## config.mk

```make
export PLATFORM = sky130hd
export DESIGN_NAME = lookahead_route_top
export DESIGN_NICKNAME = d
export VERILOG_FILES = /design/src/logic/lkrt_pkg.sv /design/src/logic/route_input_reg.sv /design/src/logic/next_hop_predictor.sv /design/src/logic/xy_route_calc.sv /design/src/logic/receive_port_strip.sv /design/src/logic/lookahead_route_top.sv
export SDC_FILE = /design/constraint.sdc
export NUM_CORES = 1
export LEC_CHECK = 0
export BUFFER_PORTS_ARGS = -buffer_cell sky130_fd_sc_hd__buf_2
export CAP_MARGIN = 0
export CORE_AREA = 2 2 60 62
export DETAILED_ROUTE_END_ITERATION = 16
export DIE_AREA = 0 0 62 64
export GPL_TIMING_DRIVEN = 0
export HOLD_SLACK_MARGIN = 0.03
export PLACE_DENSITY = 0.46
export REMOVE_ABC_BUFFERS = 1
export SYNTH_ARGS = -nofsm -noshare
export SYNTH_HDL_FRONTEND = slang
export SYNTH_HIERARCHICAL = 1
export SYNTH_SLANG_ARGS = --single-unit
```

## constraint.sdc

```tcl
create_clock -name clk -period 10.35 [get_ports clk]
set_clock_uncertainty 0.05 [all_clocks]
set_input_delay 2.07 -clock clk [delete_from_list [all_inputs] [get_ports clk]]
set_output_delay 2.07 -clock clk [all_outputs]
set_load 0.01 [all_outputs]
```

## src/logic/lkrt_pkg.sv

```systemverilog
// look-ahead route package
// port numbering and port vector types shared by the 2D mesh look-ahead route stage

package lkrt_pkg;

    // mesh router ports, local plus four directions
    localparam int NUM_PORTS = 5;

    // port vectors that leave out one position (input port or arrival port)
    localparam int NUM_LK_PORTS = NUM_PORTS - 1;

    // width of a binary port number
    localparam int PORT_BIN_W = $clog2(NUM_PORTS);

    // port positions inside a one-hot vector
    // EAST is x+1, WEST is x-1, NORTH is y-1, SOUTH is y+1
    typedef enum logic [PORT_BIN_W-1:0] {
        LOCAL = 3'd0,
        EAST  = 3'd1,
        NORTH = 3'd2,
        WEST  = 3'd3,
        SOUTH = 3'd4
    } port_idx_e;

    // one bit per router port
    typedef logic [NUM_PORTS-1:0] port_onehot_t;

    // one-hot port with one position removed
    typedef logic [NUM_LK_PORTS-1:0] lk_port_t;

    // binary port number
    typedef logic [PORT_BIN_W-1:0] port_bin_t;

endpackage

```

## src/logic/route_input_reg.sv

```systemverilog
// input register of the look-ahead route stage
// holds destination and encoded output port for one cycle

`timescale 1ns/1ps

module route_input_reg
    import lkrt_pkg::*;
#(
    parameter int NX  = 4,
    parameter int NY  = 4,
    localparam int XW = (NX > 1) ? $clog2(NX) : 1,
    localparam int YW = (NY > 1) ? $clog2(NY) : 1
) (
    input  logic          clk,
    input  logic          reset,
    input  logic [XW-1:0] dest_x,
    input  logic [YW-1:0] dest_y,
    input  lk_port_t      destport,
    output logic [XW-1:0] dest_x_q,
    output logic [YW-1:0] dest_y_q,
    output lk_port_t      destport_q
);

    // new header every cycle, no enable needed
    always_ff @(posedge clk or posedge reset) begin
        if (reset) begin
            dest_x_q   <= '0;
            dest_y_q   <= '0;
            destport_q <= '0;   // no port selected after reset
        end else begin
            dest_x_q   <= dest_x;
            dest_y_q   <= dest_y;
            destport_q <= destport;
        end
    end

endmodule

```

## src/logic/next_hop_predictor.sv

```systemverilog
// next hop predictor
// restores the full one-hot port, steps the address with edge wrap and mirrors the port
// to get the input port the packet will arrive on at the next router

`timescale 1ns/1ps

module next_hop_predictor
    import lkrt_pkg::*;
#(
    parameter int SW_LOC = 0,
    parameter int NX     = 4,
    parameter int NY     = 4,
    localparam int XW    = (NX > 1) ? $clog2(NX) : 1,
    localparam int YW    = (NY > 1) ? $clog2(NY) : 1
) (
    input  lk_port_t      destport,
    input  logic [XW-1:0] current_x,
    input  logic [YW-1:0] current_y,
    output logic [XW-1:0] next_x,
    output logic [YW-1:0] next_y,
    output port_onehot_t  receive_port
);

    typedef logic [XW-1:0] x_coord_t;
    typedef logic [YW-1:0] y_coord_t;

    localparam x_coord_t LAST_X = x_coord_t'(NX - 1);
    localparam y_coord_t LAST_Y = y_coord_t'(NY - 1);

    port_onehot_t port_oh;

    // put back the input port position, it never carries a request
    for (genvar i = 0; i < NUM_PORTS; i++) begin : g_add_sw_loc
        if (i > SW_LOC) begin : g_above
            assign port_oh[i] = destport[i-1];
        end else if (i == SW_LOC) begin : g_own
            assign port_oh[i] = 1'b0;
        end else begin : g_below
            assign port_oh[i] = destport[i];
        end
    end

    // one step along the chosen direction
    always_comb begin
        next_x = current_x;
        next_y = current_y;
        if (port_oh[EAST]) begin
            next_x = (current_x == LAST_X) ? '0 : current_x + 1'b1;
        end else if (port_oh[NORTH]) begin
            next_y = (current_y == '0) ? LAST_Y : current_y - 1'b1;   // north is y-1
        end else if (port_oh[WEST]) begin
            next_x = (current_x == '0) ? LAST_X : current_x - 1'b1;
        end else if (port_oh[SOUTH]) begin
            next_y = (current_y == LAST_Y) ? '0 : current_y + 1'b1;
        end
    end

    // leaving east means entering the next router from its west side
    always_comb begin
        receive_port        = '0;
        receive_port[LOCAL] = port_oh[LOCAL];
        receive_port[WEST]  = port_oh[EAST];
        receive_port[EAST]  = port_oh[WEST];
        receive_port[NORTH] = port_oh[SOUTH];
        receive_port[SOUTH] = port_oh[NORTH];
    end

endmodule

```

## src/logic/xy_route_calc.sv

```systemverilog
// XY dimension-order routing
// resolves x first, then y, local when both match

`timescale 1ns/1ps

module xy_route_calc
    import lkrt_pkg::*;
#(
    parameter int NX  = 4,
    parameter int NY  = 4,
    localparam int XW = (NX > 1) ? $clog2(NX) : 1,
    localparam int YW = (NY > 1) ? $clog2(NY) : 1
) (
    input  logic [XW-1:0] cur_x,
    input  logic [YW-1:0] cur_y,
    input  logic [XW-1:0] dest_x,
    input  logic [YW-1:0] dest_y,
    output port_onehot_t  route_port
);

    logic go_east;
    logic go_west;
    logic go_south;
    logic go_north;

    // unsigned compares, mesh has no wrap links
    assign go_east  = (dest_x > cur_x);
    assign go_west  = (dest_x < cur_x);
    assign go_south = (dest_y > cur_y);   // y grows southwards
    assign go_north = (dest_y < cur_y);

    always_comb begin
        route_port = '0;
        if (go_east) begin
            route_port[EAST] = 1'b1;
        end else if (go_west) begin
            route_port[WEST] = 1'b1;
        end else if (go_south) begin
            // x done, turn into y
            route_port[SOUTH] = 1'b1;
        end else if (go_north) begin
            route_port[NORTH] = 1'b1;
        end else begin
            route_port[LOCAL] = 1'b1;   // arrived
        end
    end

endmodule

```

## src/logic/receive_port_strip.sv

```systemverilog
// arrival port removal
// drops the next router's input position from its one-hot output decision

`timescale 1ns/1ps

module receive_port_strip
    import lkrt_pkg::*;
(
    input  port_onehot_t route_port,
    input  port_onehot_t receive_port,
    output lk_port_t     lkdestport
);

    localparam int LK_BIN_W = $clog2(NUM_LK_PORTS);

    port_bin_t           route_bin;
    port_bin_t           recv_bin;
    port_bin_t           out_bin;
    logic [LK_BIN_W-1:0] lk_bin;

    // highest set bit wins, all zero gives port 0
    function automatic port_bin_t onehot_to_bin(input port_onehot_t oh);
        port_bin_t idx;
        idx = '0;
        for (int i = 0; i < NUM_PORTS; i++) begin
            if (oh[i]) begin
                idx = port_bin_t'(i);
            end
        end
        return idx;
    endfunction

    assign route_bin = onehot_to_bin(route_port);
    assign recv_bin  = onehot_to_bin(receive_port);

    // ports above the arrival position move down by one
    assign out_bin = (recv_bin > route_bin) ? route_bin : route_bin - 1'b1;

    assign lk_bin = out_bin[LK_BIN_W-1:0];   // four positions left

    assign lkdestport = lk_port_t'(1) << lk_bin;

endmodule

```

## src/logic/lookahead_route_top.sv

```systemverilog
// look-ahead route stage of a 2D mesh router
// registers the header fields, then predicts the next hop and its XY output port

`timescale 1ns/1ps

module lookahead_route_top
    import lkrt_pkg::*;
#(
    parameter int NX     = 4,
    parameter int NY     = 4,
    parameter int SW_LOC = 0,
    localparam int XW    = (NX > 1) ? $clog2(NX) : 1,
    localparam int YW    = (NY > 1) ? $clog2(NY) : 1
) (
    input  logic          clk,
    input  logic          reset,
    input  logic [XW-1:0] current_x,   // this router, not registered
    input  logic [YW-1:0] current_y,
    input  logic [XW-1:0] dest_x,
    input  logic [YW-1:0] dest_y,
    input  lk_port_t      destport,    // output port chosen at this router
    output lk_port_t      lkdestport   // output port for the next router
);

    typedef logic [XW-1:0] x_coord_t;
    typedef logic [YW-1:0] y_coord_t;

    x_coord_t     dest_x_q;
    y_coord_t     dest_y_q;
    lk_port_t     destport_q;
    x_coord_t     next_x;
    y_coord_t     next_y;
    port_onehot_t receive_port;
    port_onehot_t route_port;

    route_input_reg #(
        .NX (NX),
        .NY (NY)
    ) u_input_reg (
        .clk        (clk),
        .reset      (reset),
        .dest_x     (dest_x),
        .dest_y     (dest_y),
        .destport   (destport),
        .dest_x_q   (dest_x_q),
        .dest_y_q   (dest_y_q),
        .destport_q (destport_q)
    );

    next_hop_predictor #(
        .SW_LOC (SW_LOC),
        .NX     (NX),
        .NY     (NY)
    ) u_next_hop (
        .destport     (destport_q),
        .current_x    (current_x),
        .current_y    (current_y),
        .next_x       (next_x),
        .next_y       (next_y),
        .receive_port (receive_port)
    );

    // routing decision as seen from the next router
    xy_route_calc #(
        .NX (NX),
        .NY (NY)
    ) u_xy_route (
        .cur_x      (next_x),
        .cur_y      (next_y),
        .dest_x     (dest_x_q),
        .dest_y     (dest_y_q),
        .route_port (route_port)
    );

    receive_port_strip u_strip (
        .route_port   (route_port),
        .receive_port (receive_port),
        .lkdestport   (lkdestport)
    );

endmodule

```

Word level (Yosys, flattened, before mapping)
Index checks and enable logic that the tools add are counted.
{"block": "classes", "addsub": 5, "order_cmp": 5, "n_eq_ne": 2, "shift": 1, "n_mux": 28, "n_reduce_logical": 2}
{"operator": "2-bit 2-to-1 mux", "count": 16}
{"operator": "1-bit 2-to-1 mux", "count": 9}
{"operator": "3-bit 2-to-1 mux", "count": 3}
{"operator": "2-bit by 1-bit subtractor with 2-bit output (second input constant)", "count": 3}
{"operator": "2-bit by 1-bit adder with 2-bit output (second input constant)", "count": 2}
{"operator": "2-bit == test (second input constant)", "count": 2}
{"operator": "2-bit > comparator", "count": 2}
{"operator": "2-bit zero test", "count": 2}
{"operator": "2-bit less-than comparator", "count": 2}
{"operator": "1-bit by 2-bit left shift with 4-bit output (first input constant)", "count": 1}
{"operator": "3-bit > comparator", "count": 1}
{"block": "totals", "regBits": 8, "inputBits": 14, "output_inout_bits": 4, "wordCells": 46}

Longest topological paths before layout
{"block": "logic_depth", "word_depth": 17, "ltp_mapped": 17}

By module
The synthesis kept the hierarchy.
{"mod": "next_hop_predictor", "n_inst": 1, "cells_per_inst": 33, "area_each_um2": 241.5}
{"mod": "route_input_reg", "n_inst": 1, "cells_per_inst": 9, "area_each_um2": 203.9}
{"mod": "xy_route_calc", "n_inst": 1, "cells_per_inst": 20, "area_each_um2": 178.9}
{"mod": "receive_port_strip", "n_inst": 1, "cells_per_inst": 24, "area_each_um2": 173.9}

Least setup slack after synthesis
Ideal clock, no wire load.
{"block": "synth_timing", "path_kind": "in2out", "from": "input current_y[1]", "to": "output lkdestport[0]", "arrival_time_ns": 4.821, "required_time_ns": 8.230, "setup_slack_ns": 3.409, "path_stages": 16, "n_path_buf": 0, "cell_sequence": "inv_1 > ha_1 > nor2_1 > o22a_1 > a22oi_2 > inv_1 > ha_1 > and2_4 > a2111oi_4 > inv_1 > o21ai_0 > ha_1 > nor2b_1 > o21ai_1 > a32oi_2 > mux2i_1"}
{"block": "synth_between", "word_cells_on_any_way": 25, "cone_classes": "add/sub (3); order compare (3); eq/ne (1); shift (1); mux (16); reduce/logical (1)"}
{"element": "start, declared", "line_no": "lookahead_route_top.sv:18", "source": "input logic [YW-1:0] current_y,"}
{"element": "2-bit by 1-bit adder with 2-bit output / 2-bit == test (equally long branches)", "line_no": "next_hop_predictor.sv:54", "source": "next_y = (current_y == LAST_Y) ? '0 : current_y + 1'b1;"}
{"element": "2-bit 2-to-1 mux", "line_no": "next_hop_predictor.sv:54"}
{"element": "2-bit 2-to-1 mux", "line_no": "next_hop_predictor.sv:53", "source": "end else if (port_oh[SOUTH]) begin"}
{"element": "2-bit 2-to-1 mux", "line_no": "next_hop_predictor.sv:51", "source": "end else if (port_oh[WEST]) begin"}
{"element": "2-bit 2-to-1 mux", "line_no": "next_hop_predictor.sv:49", "source": "end else if (port_oh[NORTH]) begin"}
{"element": "2-bit 2-to-1 mux (*)", "line_no": "next_hop_predictor.sv:47", "source": "if (port_oh[EAST]) begin"}
{"element": "named net next_y[1]", "line_no": "lookahead_route_top.sv:32", "source": "y_coord_t next_y;"}
{"element": "2-bit > comparator (*)", "line_no": "xy_route_calc.sv:29", "source": "assign go_south = (dest_y > cur_y);"}
{"element": "1-bit 2-to-1 mux (*)", "line_no": "xy_route_calc.sv:38", "source": "end else if (go_south) begin"}
{"element": "1-bit 2-to-1 mux (*)", "line_no": "xy_route_calc.sv:36", "source": "end else if (go_west) begin"}
{"element": "3-bit 2-to-1 mux (*)", "line_no": "xy_route_calc.sv:34", "source": "if (go_east) begin"}
{"element": "named net route_port[4]", "line_no": "lookahead_route_top.sv:34", "source": "port_onehot_t route_port;"}
{"element": "3-bit 2-to-1 mux (*)", "line_no": "receive_port_strip.sv:26", "source": "if (oh[i]) begin"}
{"element": "3-bit > comparator / 2-bit by 1-bit subtractor with 2-bit output (equally long branches)", "line_no": "receive_port_strip.sv:37", "source": "assign out_bin = (recv_bin > route_bin) ? route_bin : route_bin - 1'b1;"}
{"element": "2-bit 2-to-1 mux (*)", "line_no": "receive_port_strip.sv:37"}
{"element": "1-bit by 2-bit left shift with 4-bit output (*)", "line_no": "receive_port_strip.sv:41", "source": "assign lkdestport = lk_port_t'(1) << lk_bin;"}
{"element": "end, declared", "line_no": "lookahead_route_top.sv:22", "source": "output lk_port_t lkdestport"}
Mark *: on every way through the listed nets, which the timed path passes. The rest lies on a longest branch.

Final worst setup path
{"block": "layout_timing", "from": "input current_y[0]", "to": "output lkdestport[0]"}
{"block": "layout_between", "elab_chain_len": 17, "word_cells_on_any_way": 25, "cone_classes": "add/sub (3); order compare (3); eq/ne (1); shift (1); mux (16); reduce/logical (1)"}
{"element": "2-bit by 1-bit adder with 2-bit output / 2-bit == test (equally long branches)", "line_no": "next_hop_predictor.sv:54"}
{"element": "2-bit 2-to-1 mux", "line_no": "next_hop_predictor.sv:54"}
{"element": "2-bit 2-to-1 mux", "line_no": "next_hop_predictor.sv:53"}
{"element": "2-bit 2-to-1 mux", "line_no": "next_hop_predictor.sv:51"}
{"element": "2-bit 2-to-1 mux (*)", "line_no": "next_hop_predictor.sv:49"}
{"element": "2-bit 2-to-1 mux (*)", "line_no": "next_hop_predictor.sv:47"}
{"element": "named net next_y[1]", "line_no": "lookahead_route_top.sv:32"}
{"element": "2-bit less-than comparator", "line_no": "xy_route_calc.sv:30", "source": "assign go_north = (dest_y < cur_y);"}
{"element": "(+2 left out)"}
{"element": "1-bit 2-to-1 mux (*)", "line_no": "xy_route_calc.sv:36"}
{"element": "3-bit 2-to-1 mux (*)", "line_no": "xy_route_calc.sv:34"}
{"element": "named net route_port[2]", "line_no": "lookahead_route_top.sv:34"}
{"element": "2-bit 2-to-1 mux (*) (2 in series)", "line_no": "receive_port_strip.sv:26"}
{"element": "3-bit 2-to-1 mux (*)", "line_no": "receive_port_strip.sv:26"}
{"element": "3-bit > comparator / 2-bit by 1-bit subtractor with 2-bit output (equally long branches)", "line_no": "receive_port_strip.sv:37"}
{"element": "2-bit 2-to-1 mux (*)", "line_no": "receive_port_strip.sv:37"}
{"element": "1-bit by 2-bit left shift with 4-bit output (*)", "line_no": "receive_port_strip.sv:41"}
Marked as above.

==> flow_summary.json <==
{
  "yosys_warnings": 6,
  "p_leak_uw": 0.000439,
  "path_class": "in -> out",
  "pin_count": 18,
  "via_per_inst": 3.98,
  "drc": 0,
  "final_cells": 143,
  "final_layout_size_suffix_gt1_frac": 0.320,
  "grt_pass1_vias": 535,
  "min_period_ps": 7410,
  "drt-wirelength-per-cell_um": 8.52,
  "powerDensity_mw_per_mm2": 120,
  "postLayoutCoreUtil": 0.274,
  "num_vias": 569,
  "clk_pin_slew_ps": 50,
  "initial_utilization": 0.234,
  "initialDrtViolationCount": 3,
  "antenna_found_initial": 0,
  "port_buffers": 17,
  "grt_setup_unrepaired": "false",
  "path_buf_inv": 5,
  "outcome": "completed",
  "finalPower_uw": 108,
  "fin_setup_tns_ps": 0,
  "syn_area_per_cell_um2": 9.37,
  "antennaDiodeCount": 0,
  "post_cts_buffers": 0,
  "netlist_instances": 82,
  "grt_use_total": 0.0670,
  "p_sw_frac": 0.344,
  "start_kind": "input port",
  "p_switching_uw": 37.0,
  "hold_path_class": "in -> async",
  "cts_made_buffers": 3,
  "die-area_mm2": 0.00397,
  "routed_wl_um": 1220,
  "fp-row-count": 21,
  "antenna_left": 0,
  "post_cts_resized": 0,
  "hpwlAfterDp_um": 1070,
  "relSlewSlack": 0.672,
  "dpl.cell_count": 140,
  "cts-root-buf": "clkbuf_4",
  "syn2layout_area_growth_pct": 16.9,
  "first_pass_iters": 2,
  "vdd_ir_drop_max_uv": 48.1,
  "pwr-share-clk": 0.203,
  "slowest_delay_ps": 420,
  "tightest_slew_ps": 485,
  "seq_power_share": 0.321,
  "routabilityCongestion": 0.712,
  "cp_max_fo": 5,
  "clock.fmax_mhz": 135,
  "slowest_stage": "nor4b_1",
  "cts_tree": "yes",
  "path_cells": "buf_2, inv_1, ha_1, nor2_1, o22a_1, a22oi_2, inv_1, ha_1, nand2b_4, nor4b_1, inv_1, a21oi_1, nor2_1, ha_1, nor2b_1, o21ai_1, a32oi_2, mux2i_1, buf_2",
  "final_nets": 123,
  "fin_crit_sh": 0.716,
  "die_w_um": 62,
  "pwr-share-comb": 0.476,
  "finalSetupViolations": 0,
  "htree_levels": 1,
  "hold_violations": 0,
  "cts_buffer_depth": 2,
  "cpLargestDelayFamily": "compound AO/OA/AOI/OAI gates",
  "syn_area_um2": 768,
  "core_region_area_mm2": 0.00328,
  "cts_sinks": 8,
  "die_h_um": 64,
  "grt_max_degree": 12,
  "cp-end-kind": "output port",
  "slew_violations": 0,
  "cp_data_required_time_ps": 8230,
  "arrival_ps": 5290,
  "ctsHoldBuffers": 0,
  "grt-ovfl-total": 0,
  "grt_first_pass_wirelength_um": 2110,
  "internal_power_uw": 70.6,
  "maxCapViolCount": 0
}
## sequential cells by signal (all words and copies together), names as in the netlist
name,cells
u_input_reg/destport_q,4
u_input_reg/dest_x_q,2
u_input_reg/dest_y_q,2
## per-layer routing
layer / share of wire / GRT usage / vias up
li1: - / - / 306
met1: 0.49 / 0.0830 / 249
met2: 0.46 / 0.116 / 14
met3: 0.048 / 0.00607 / 0
met4: 0 / 0.0239 / 0
met5: 0 / 0 / -
## path summary, 6_finish.rpt
| check | startpoint | to | slack (ps) | cells after the start |
|---|---|---|---|---|
| worst max-delay path | current_y[0] | lkdestport[0] | 2940 | 19 |
| max in group asynchronous | reset | u_input_reg/destport_q[3] | 8330 | 2 |
| min in group clk | dest_x[0] | u_input_reg/dest_x_q[0] | 1880 | 1 |
| worst min-delay path | reset | u_input_reg/dest_y_q[0] | 1710 | 2 |
## layout make-up
type | instances | area [um2]
inverters | 12 | 45.0
well taps | 46 | 57.6
clock buffers | 3 | 22.5
fillers | 359 | 2390
flip-flops and latches | 8 | 200
repair buffers | 17 | 85.1
multi-input cells | 57 | 488
## power groups by stage
stage	Sequential [uW]	Combinational, uW	Clock, uW
after floorplan	34.7	38.9	0
after global placement	35.1	50.4	0
after detailed placement	35.2	51.7	0
after CTS	34.7	52.2	22.9
after global routing	35.0	58.8	23.6
final	34.6	51.3	21.8
## cell usage in the layout (no fill, tap or decap), types with 2 or more instances in the layout
cell type  count
buf_2         17
inv_1         12
ha_1          10
dfrtp_1        8
nor2_1         8
nand2_1        4
mux2i_1        4
clkbuf_4       3
nor2b_1        3
nor2b_2        2
o21ai_1        2
o21bai_1       2
and2_4         2
o21ai_0        2
## stage by stage
stage               setup slack (ps)  area (um2)  hold WS (ps)
CTS                             2900         898          1710
global placement                3020         876          1960
detailed placement              2930         876          1970
global route                    2580         898          1730
finish                          2940         898          1710
floorplan                       3420         733          1840
(Power assumes the default switching activity.)
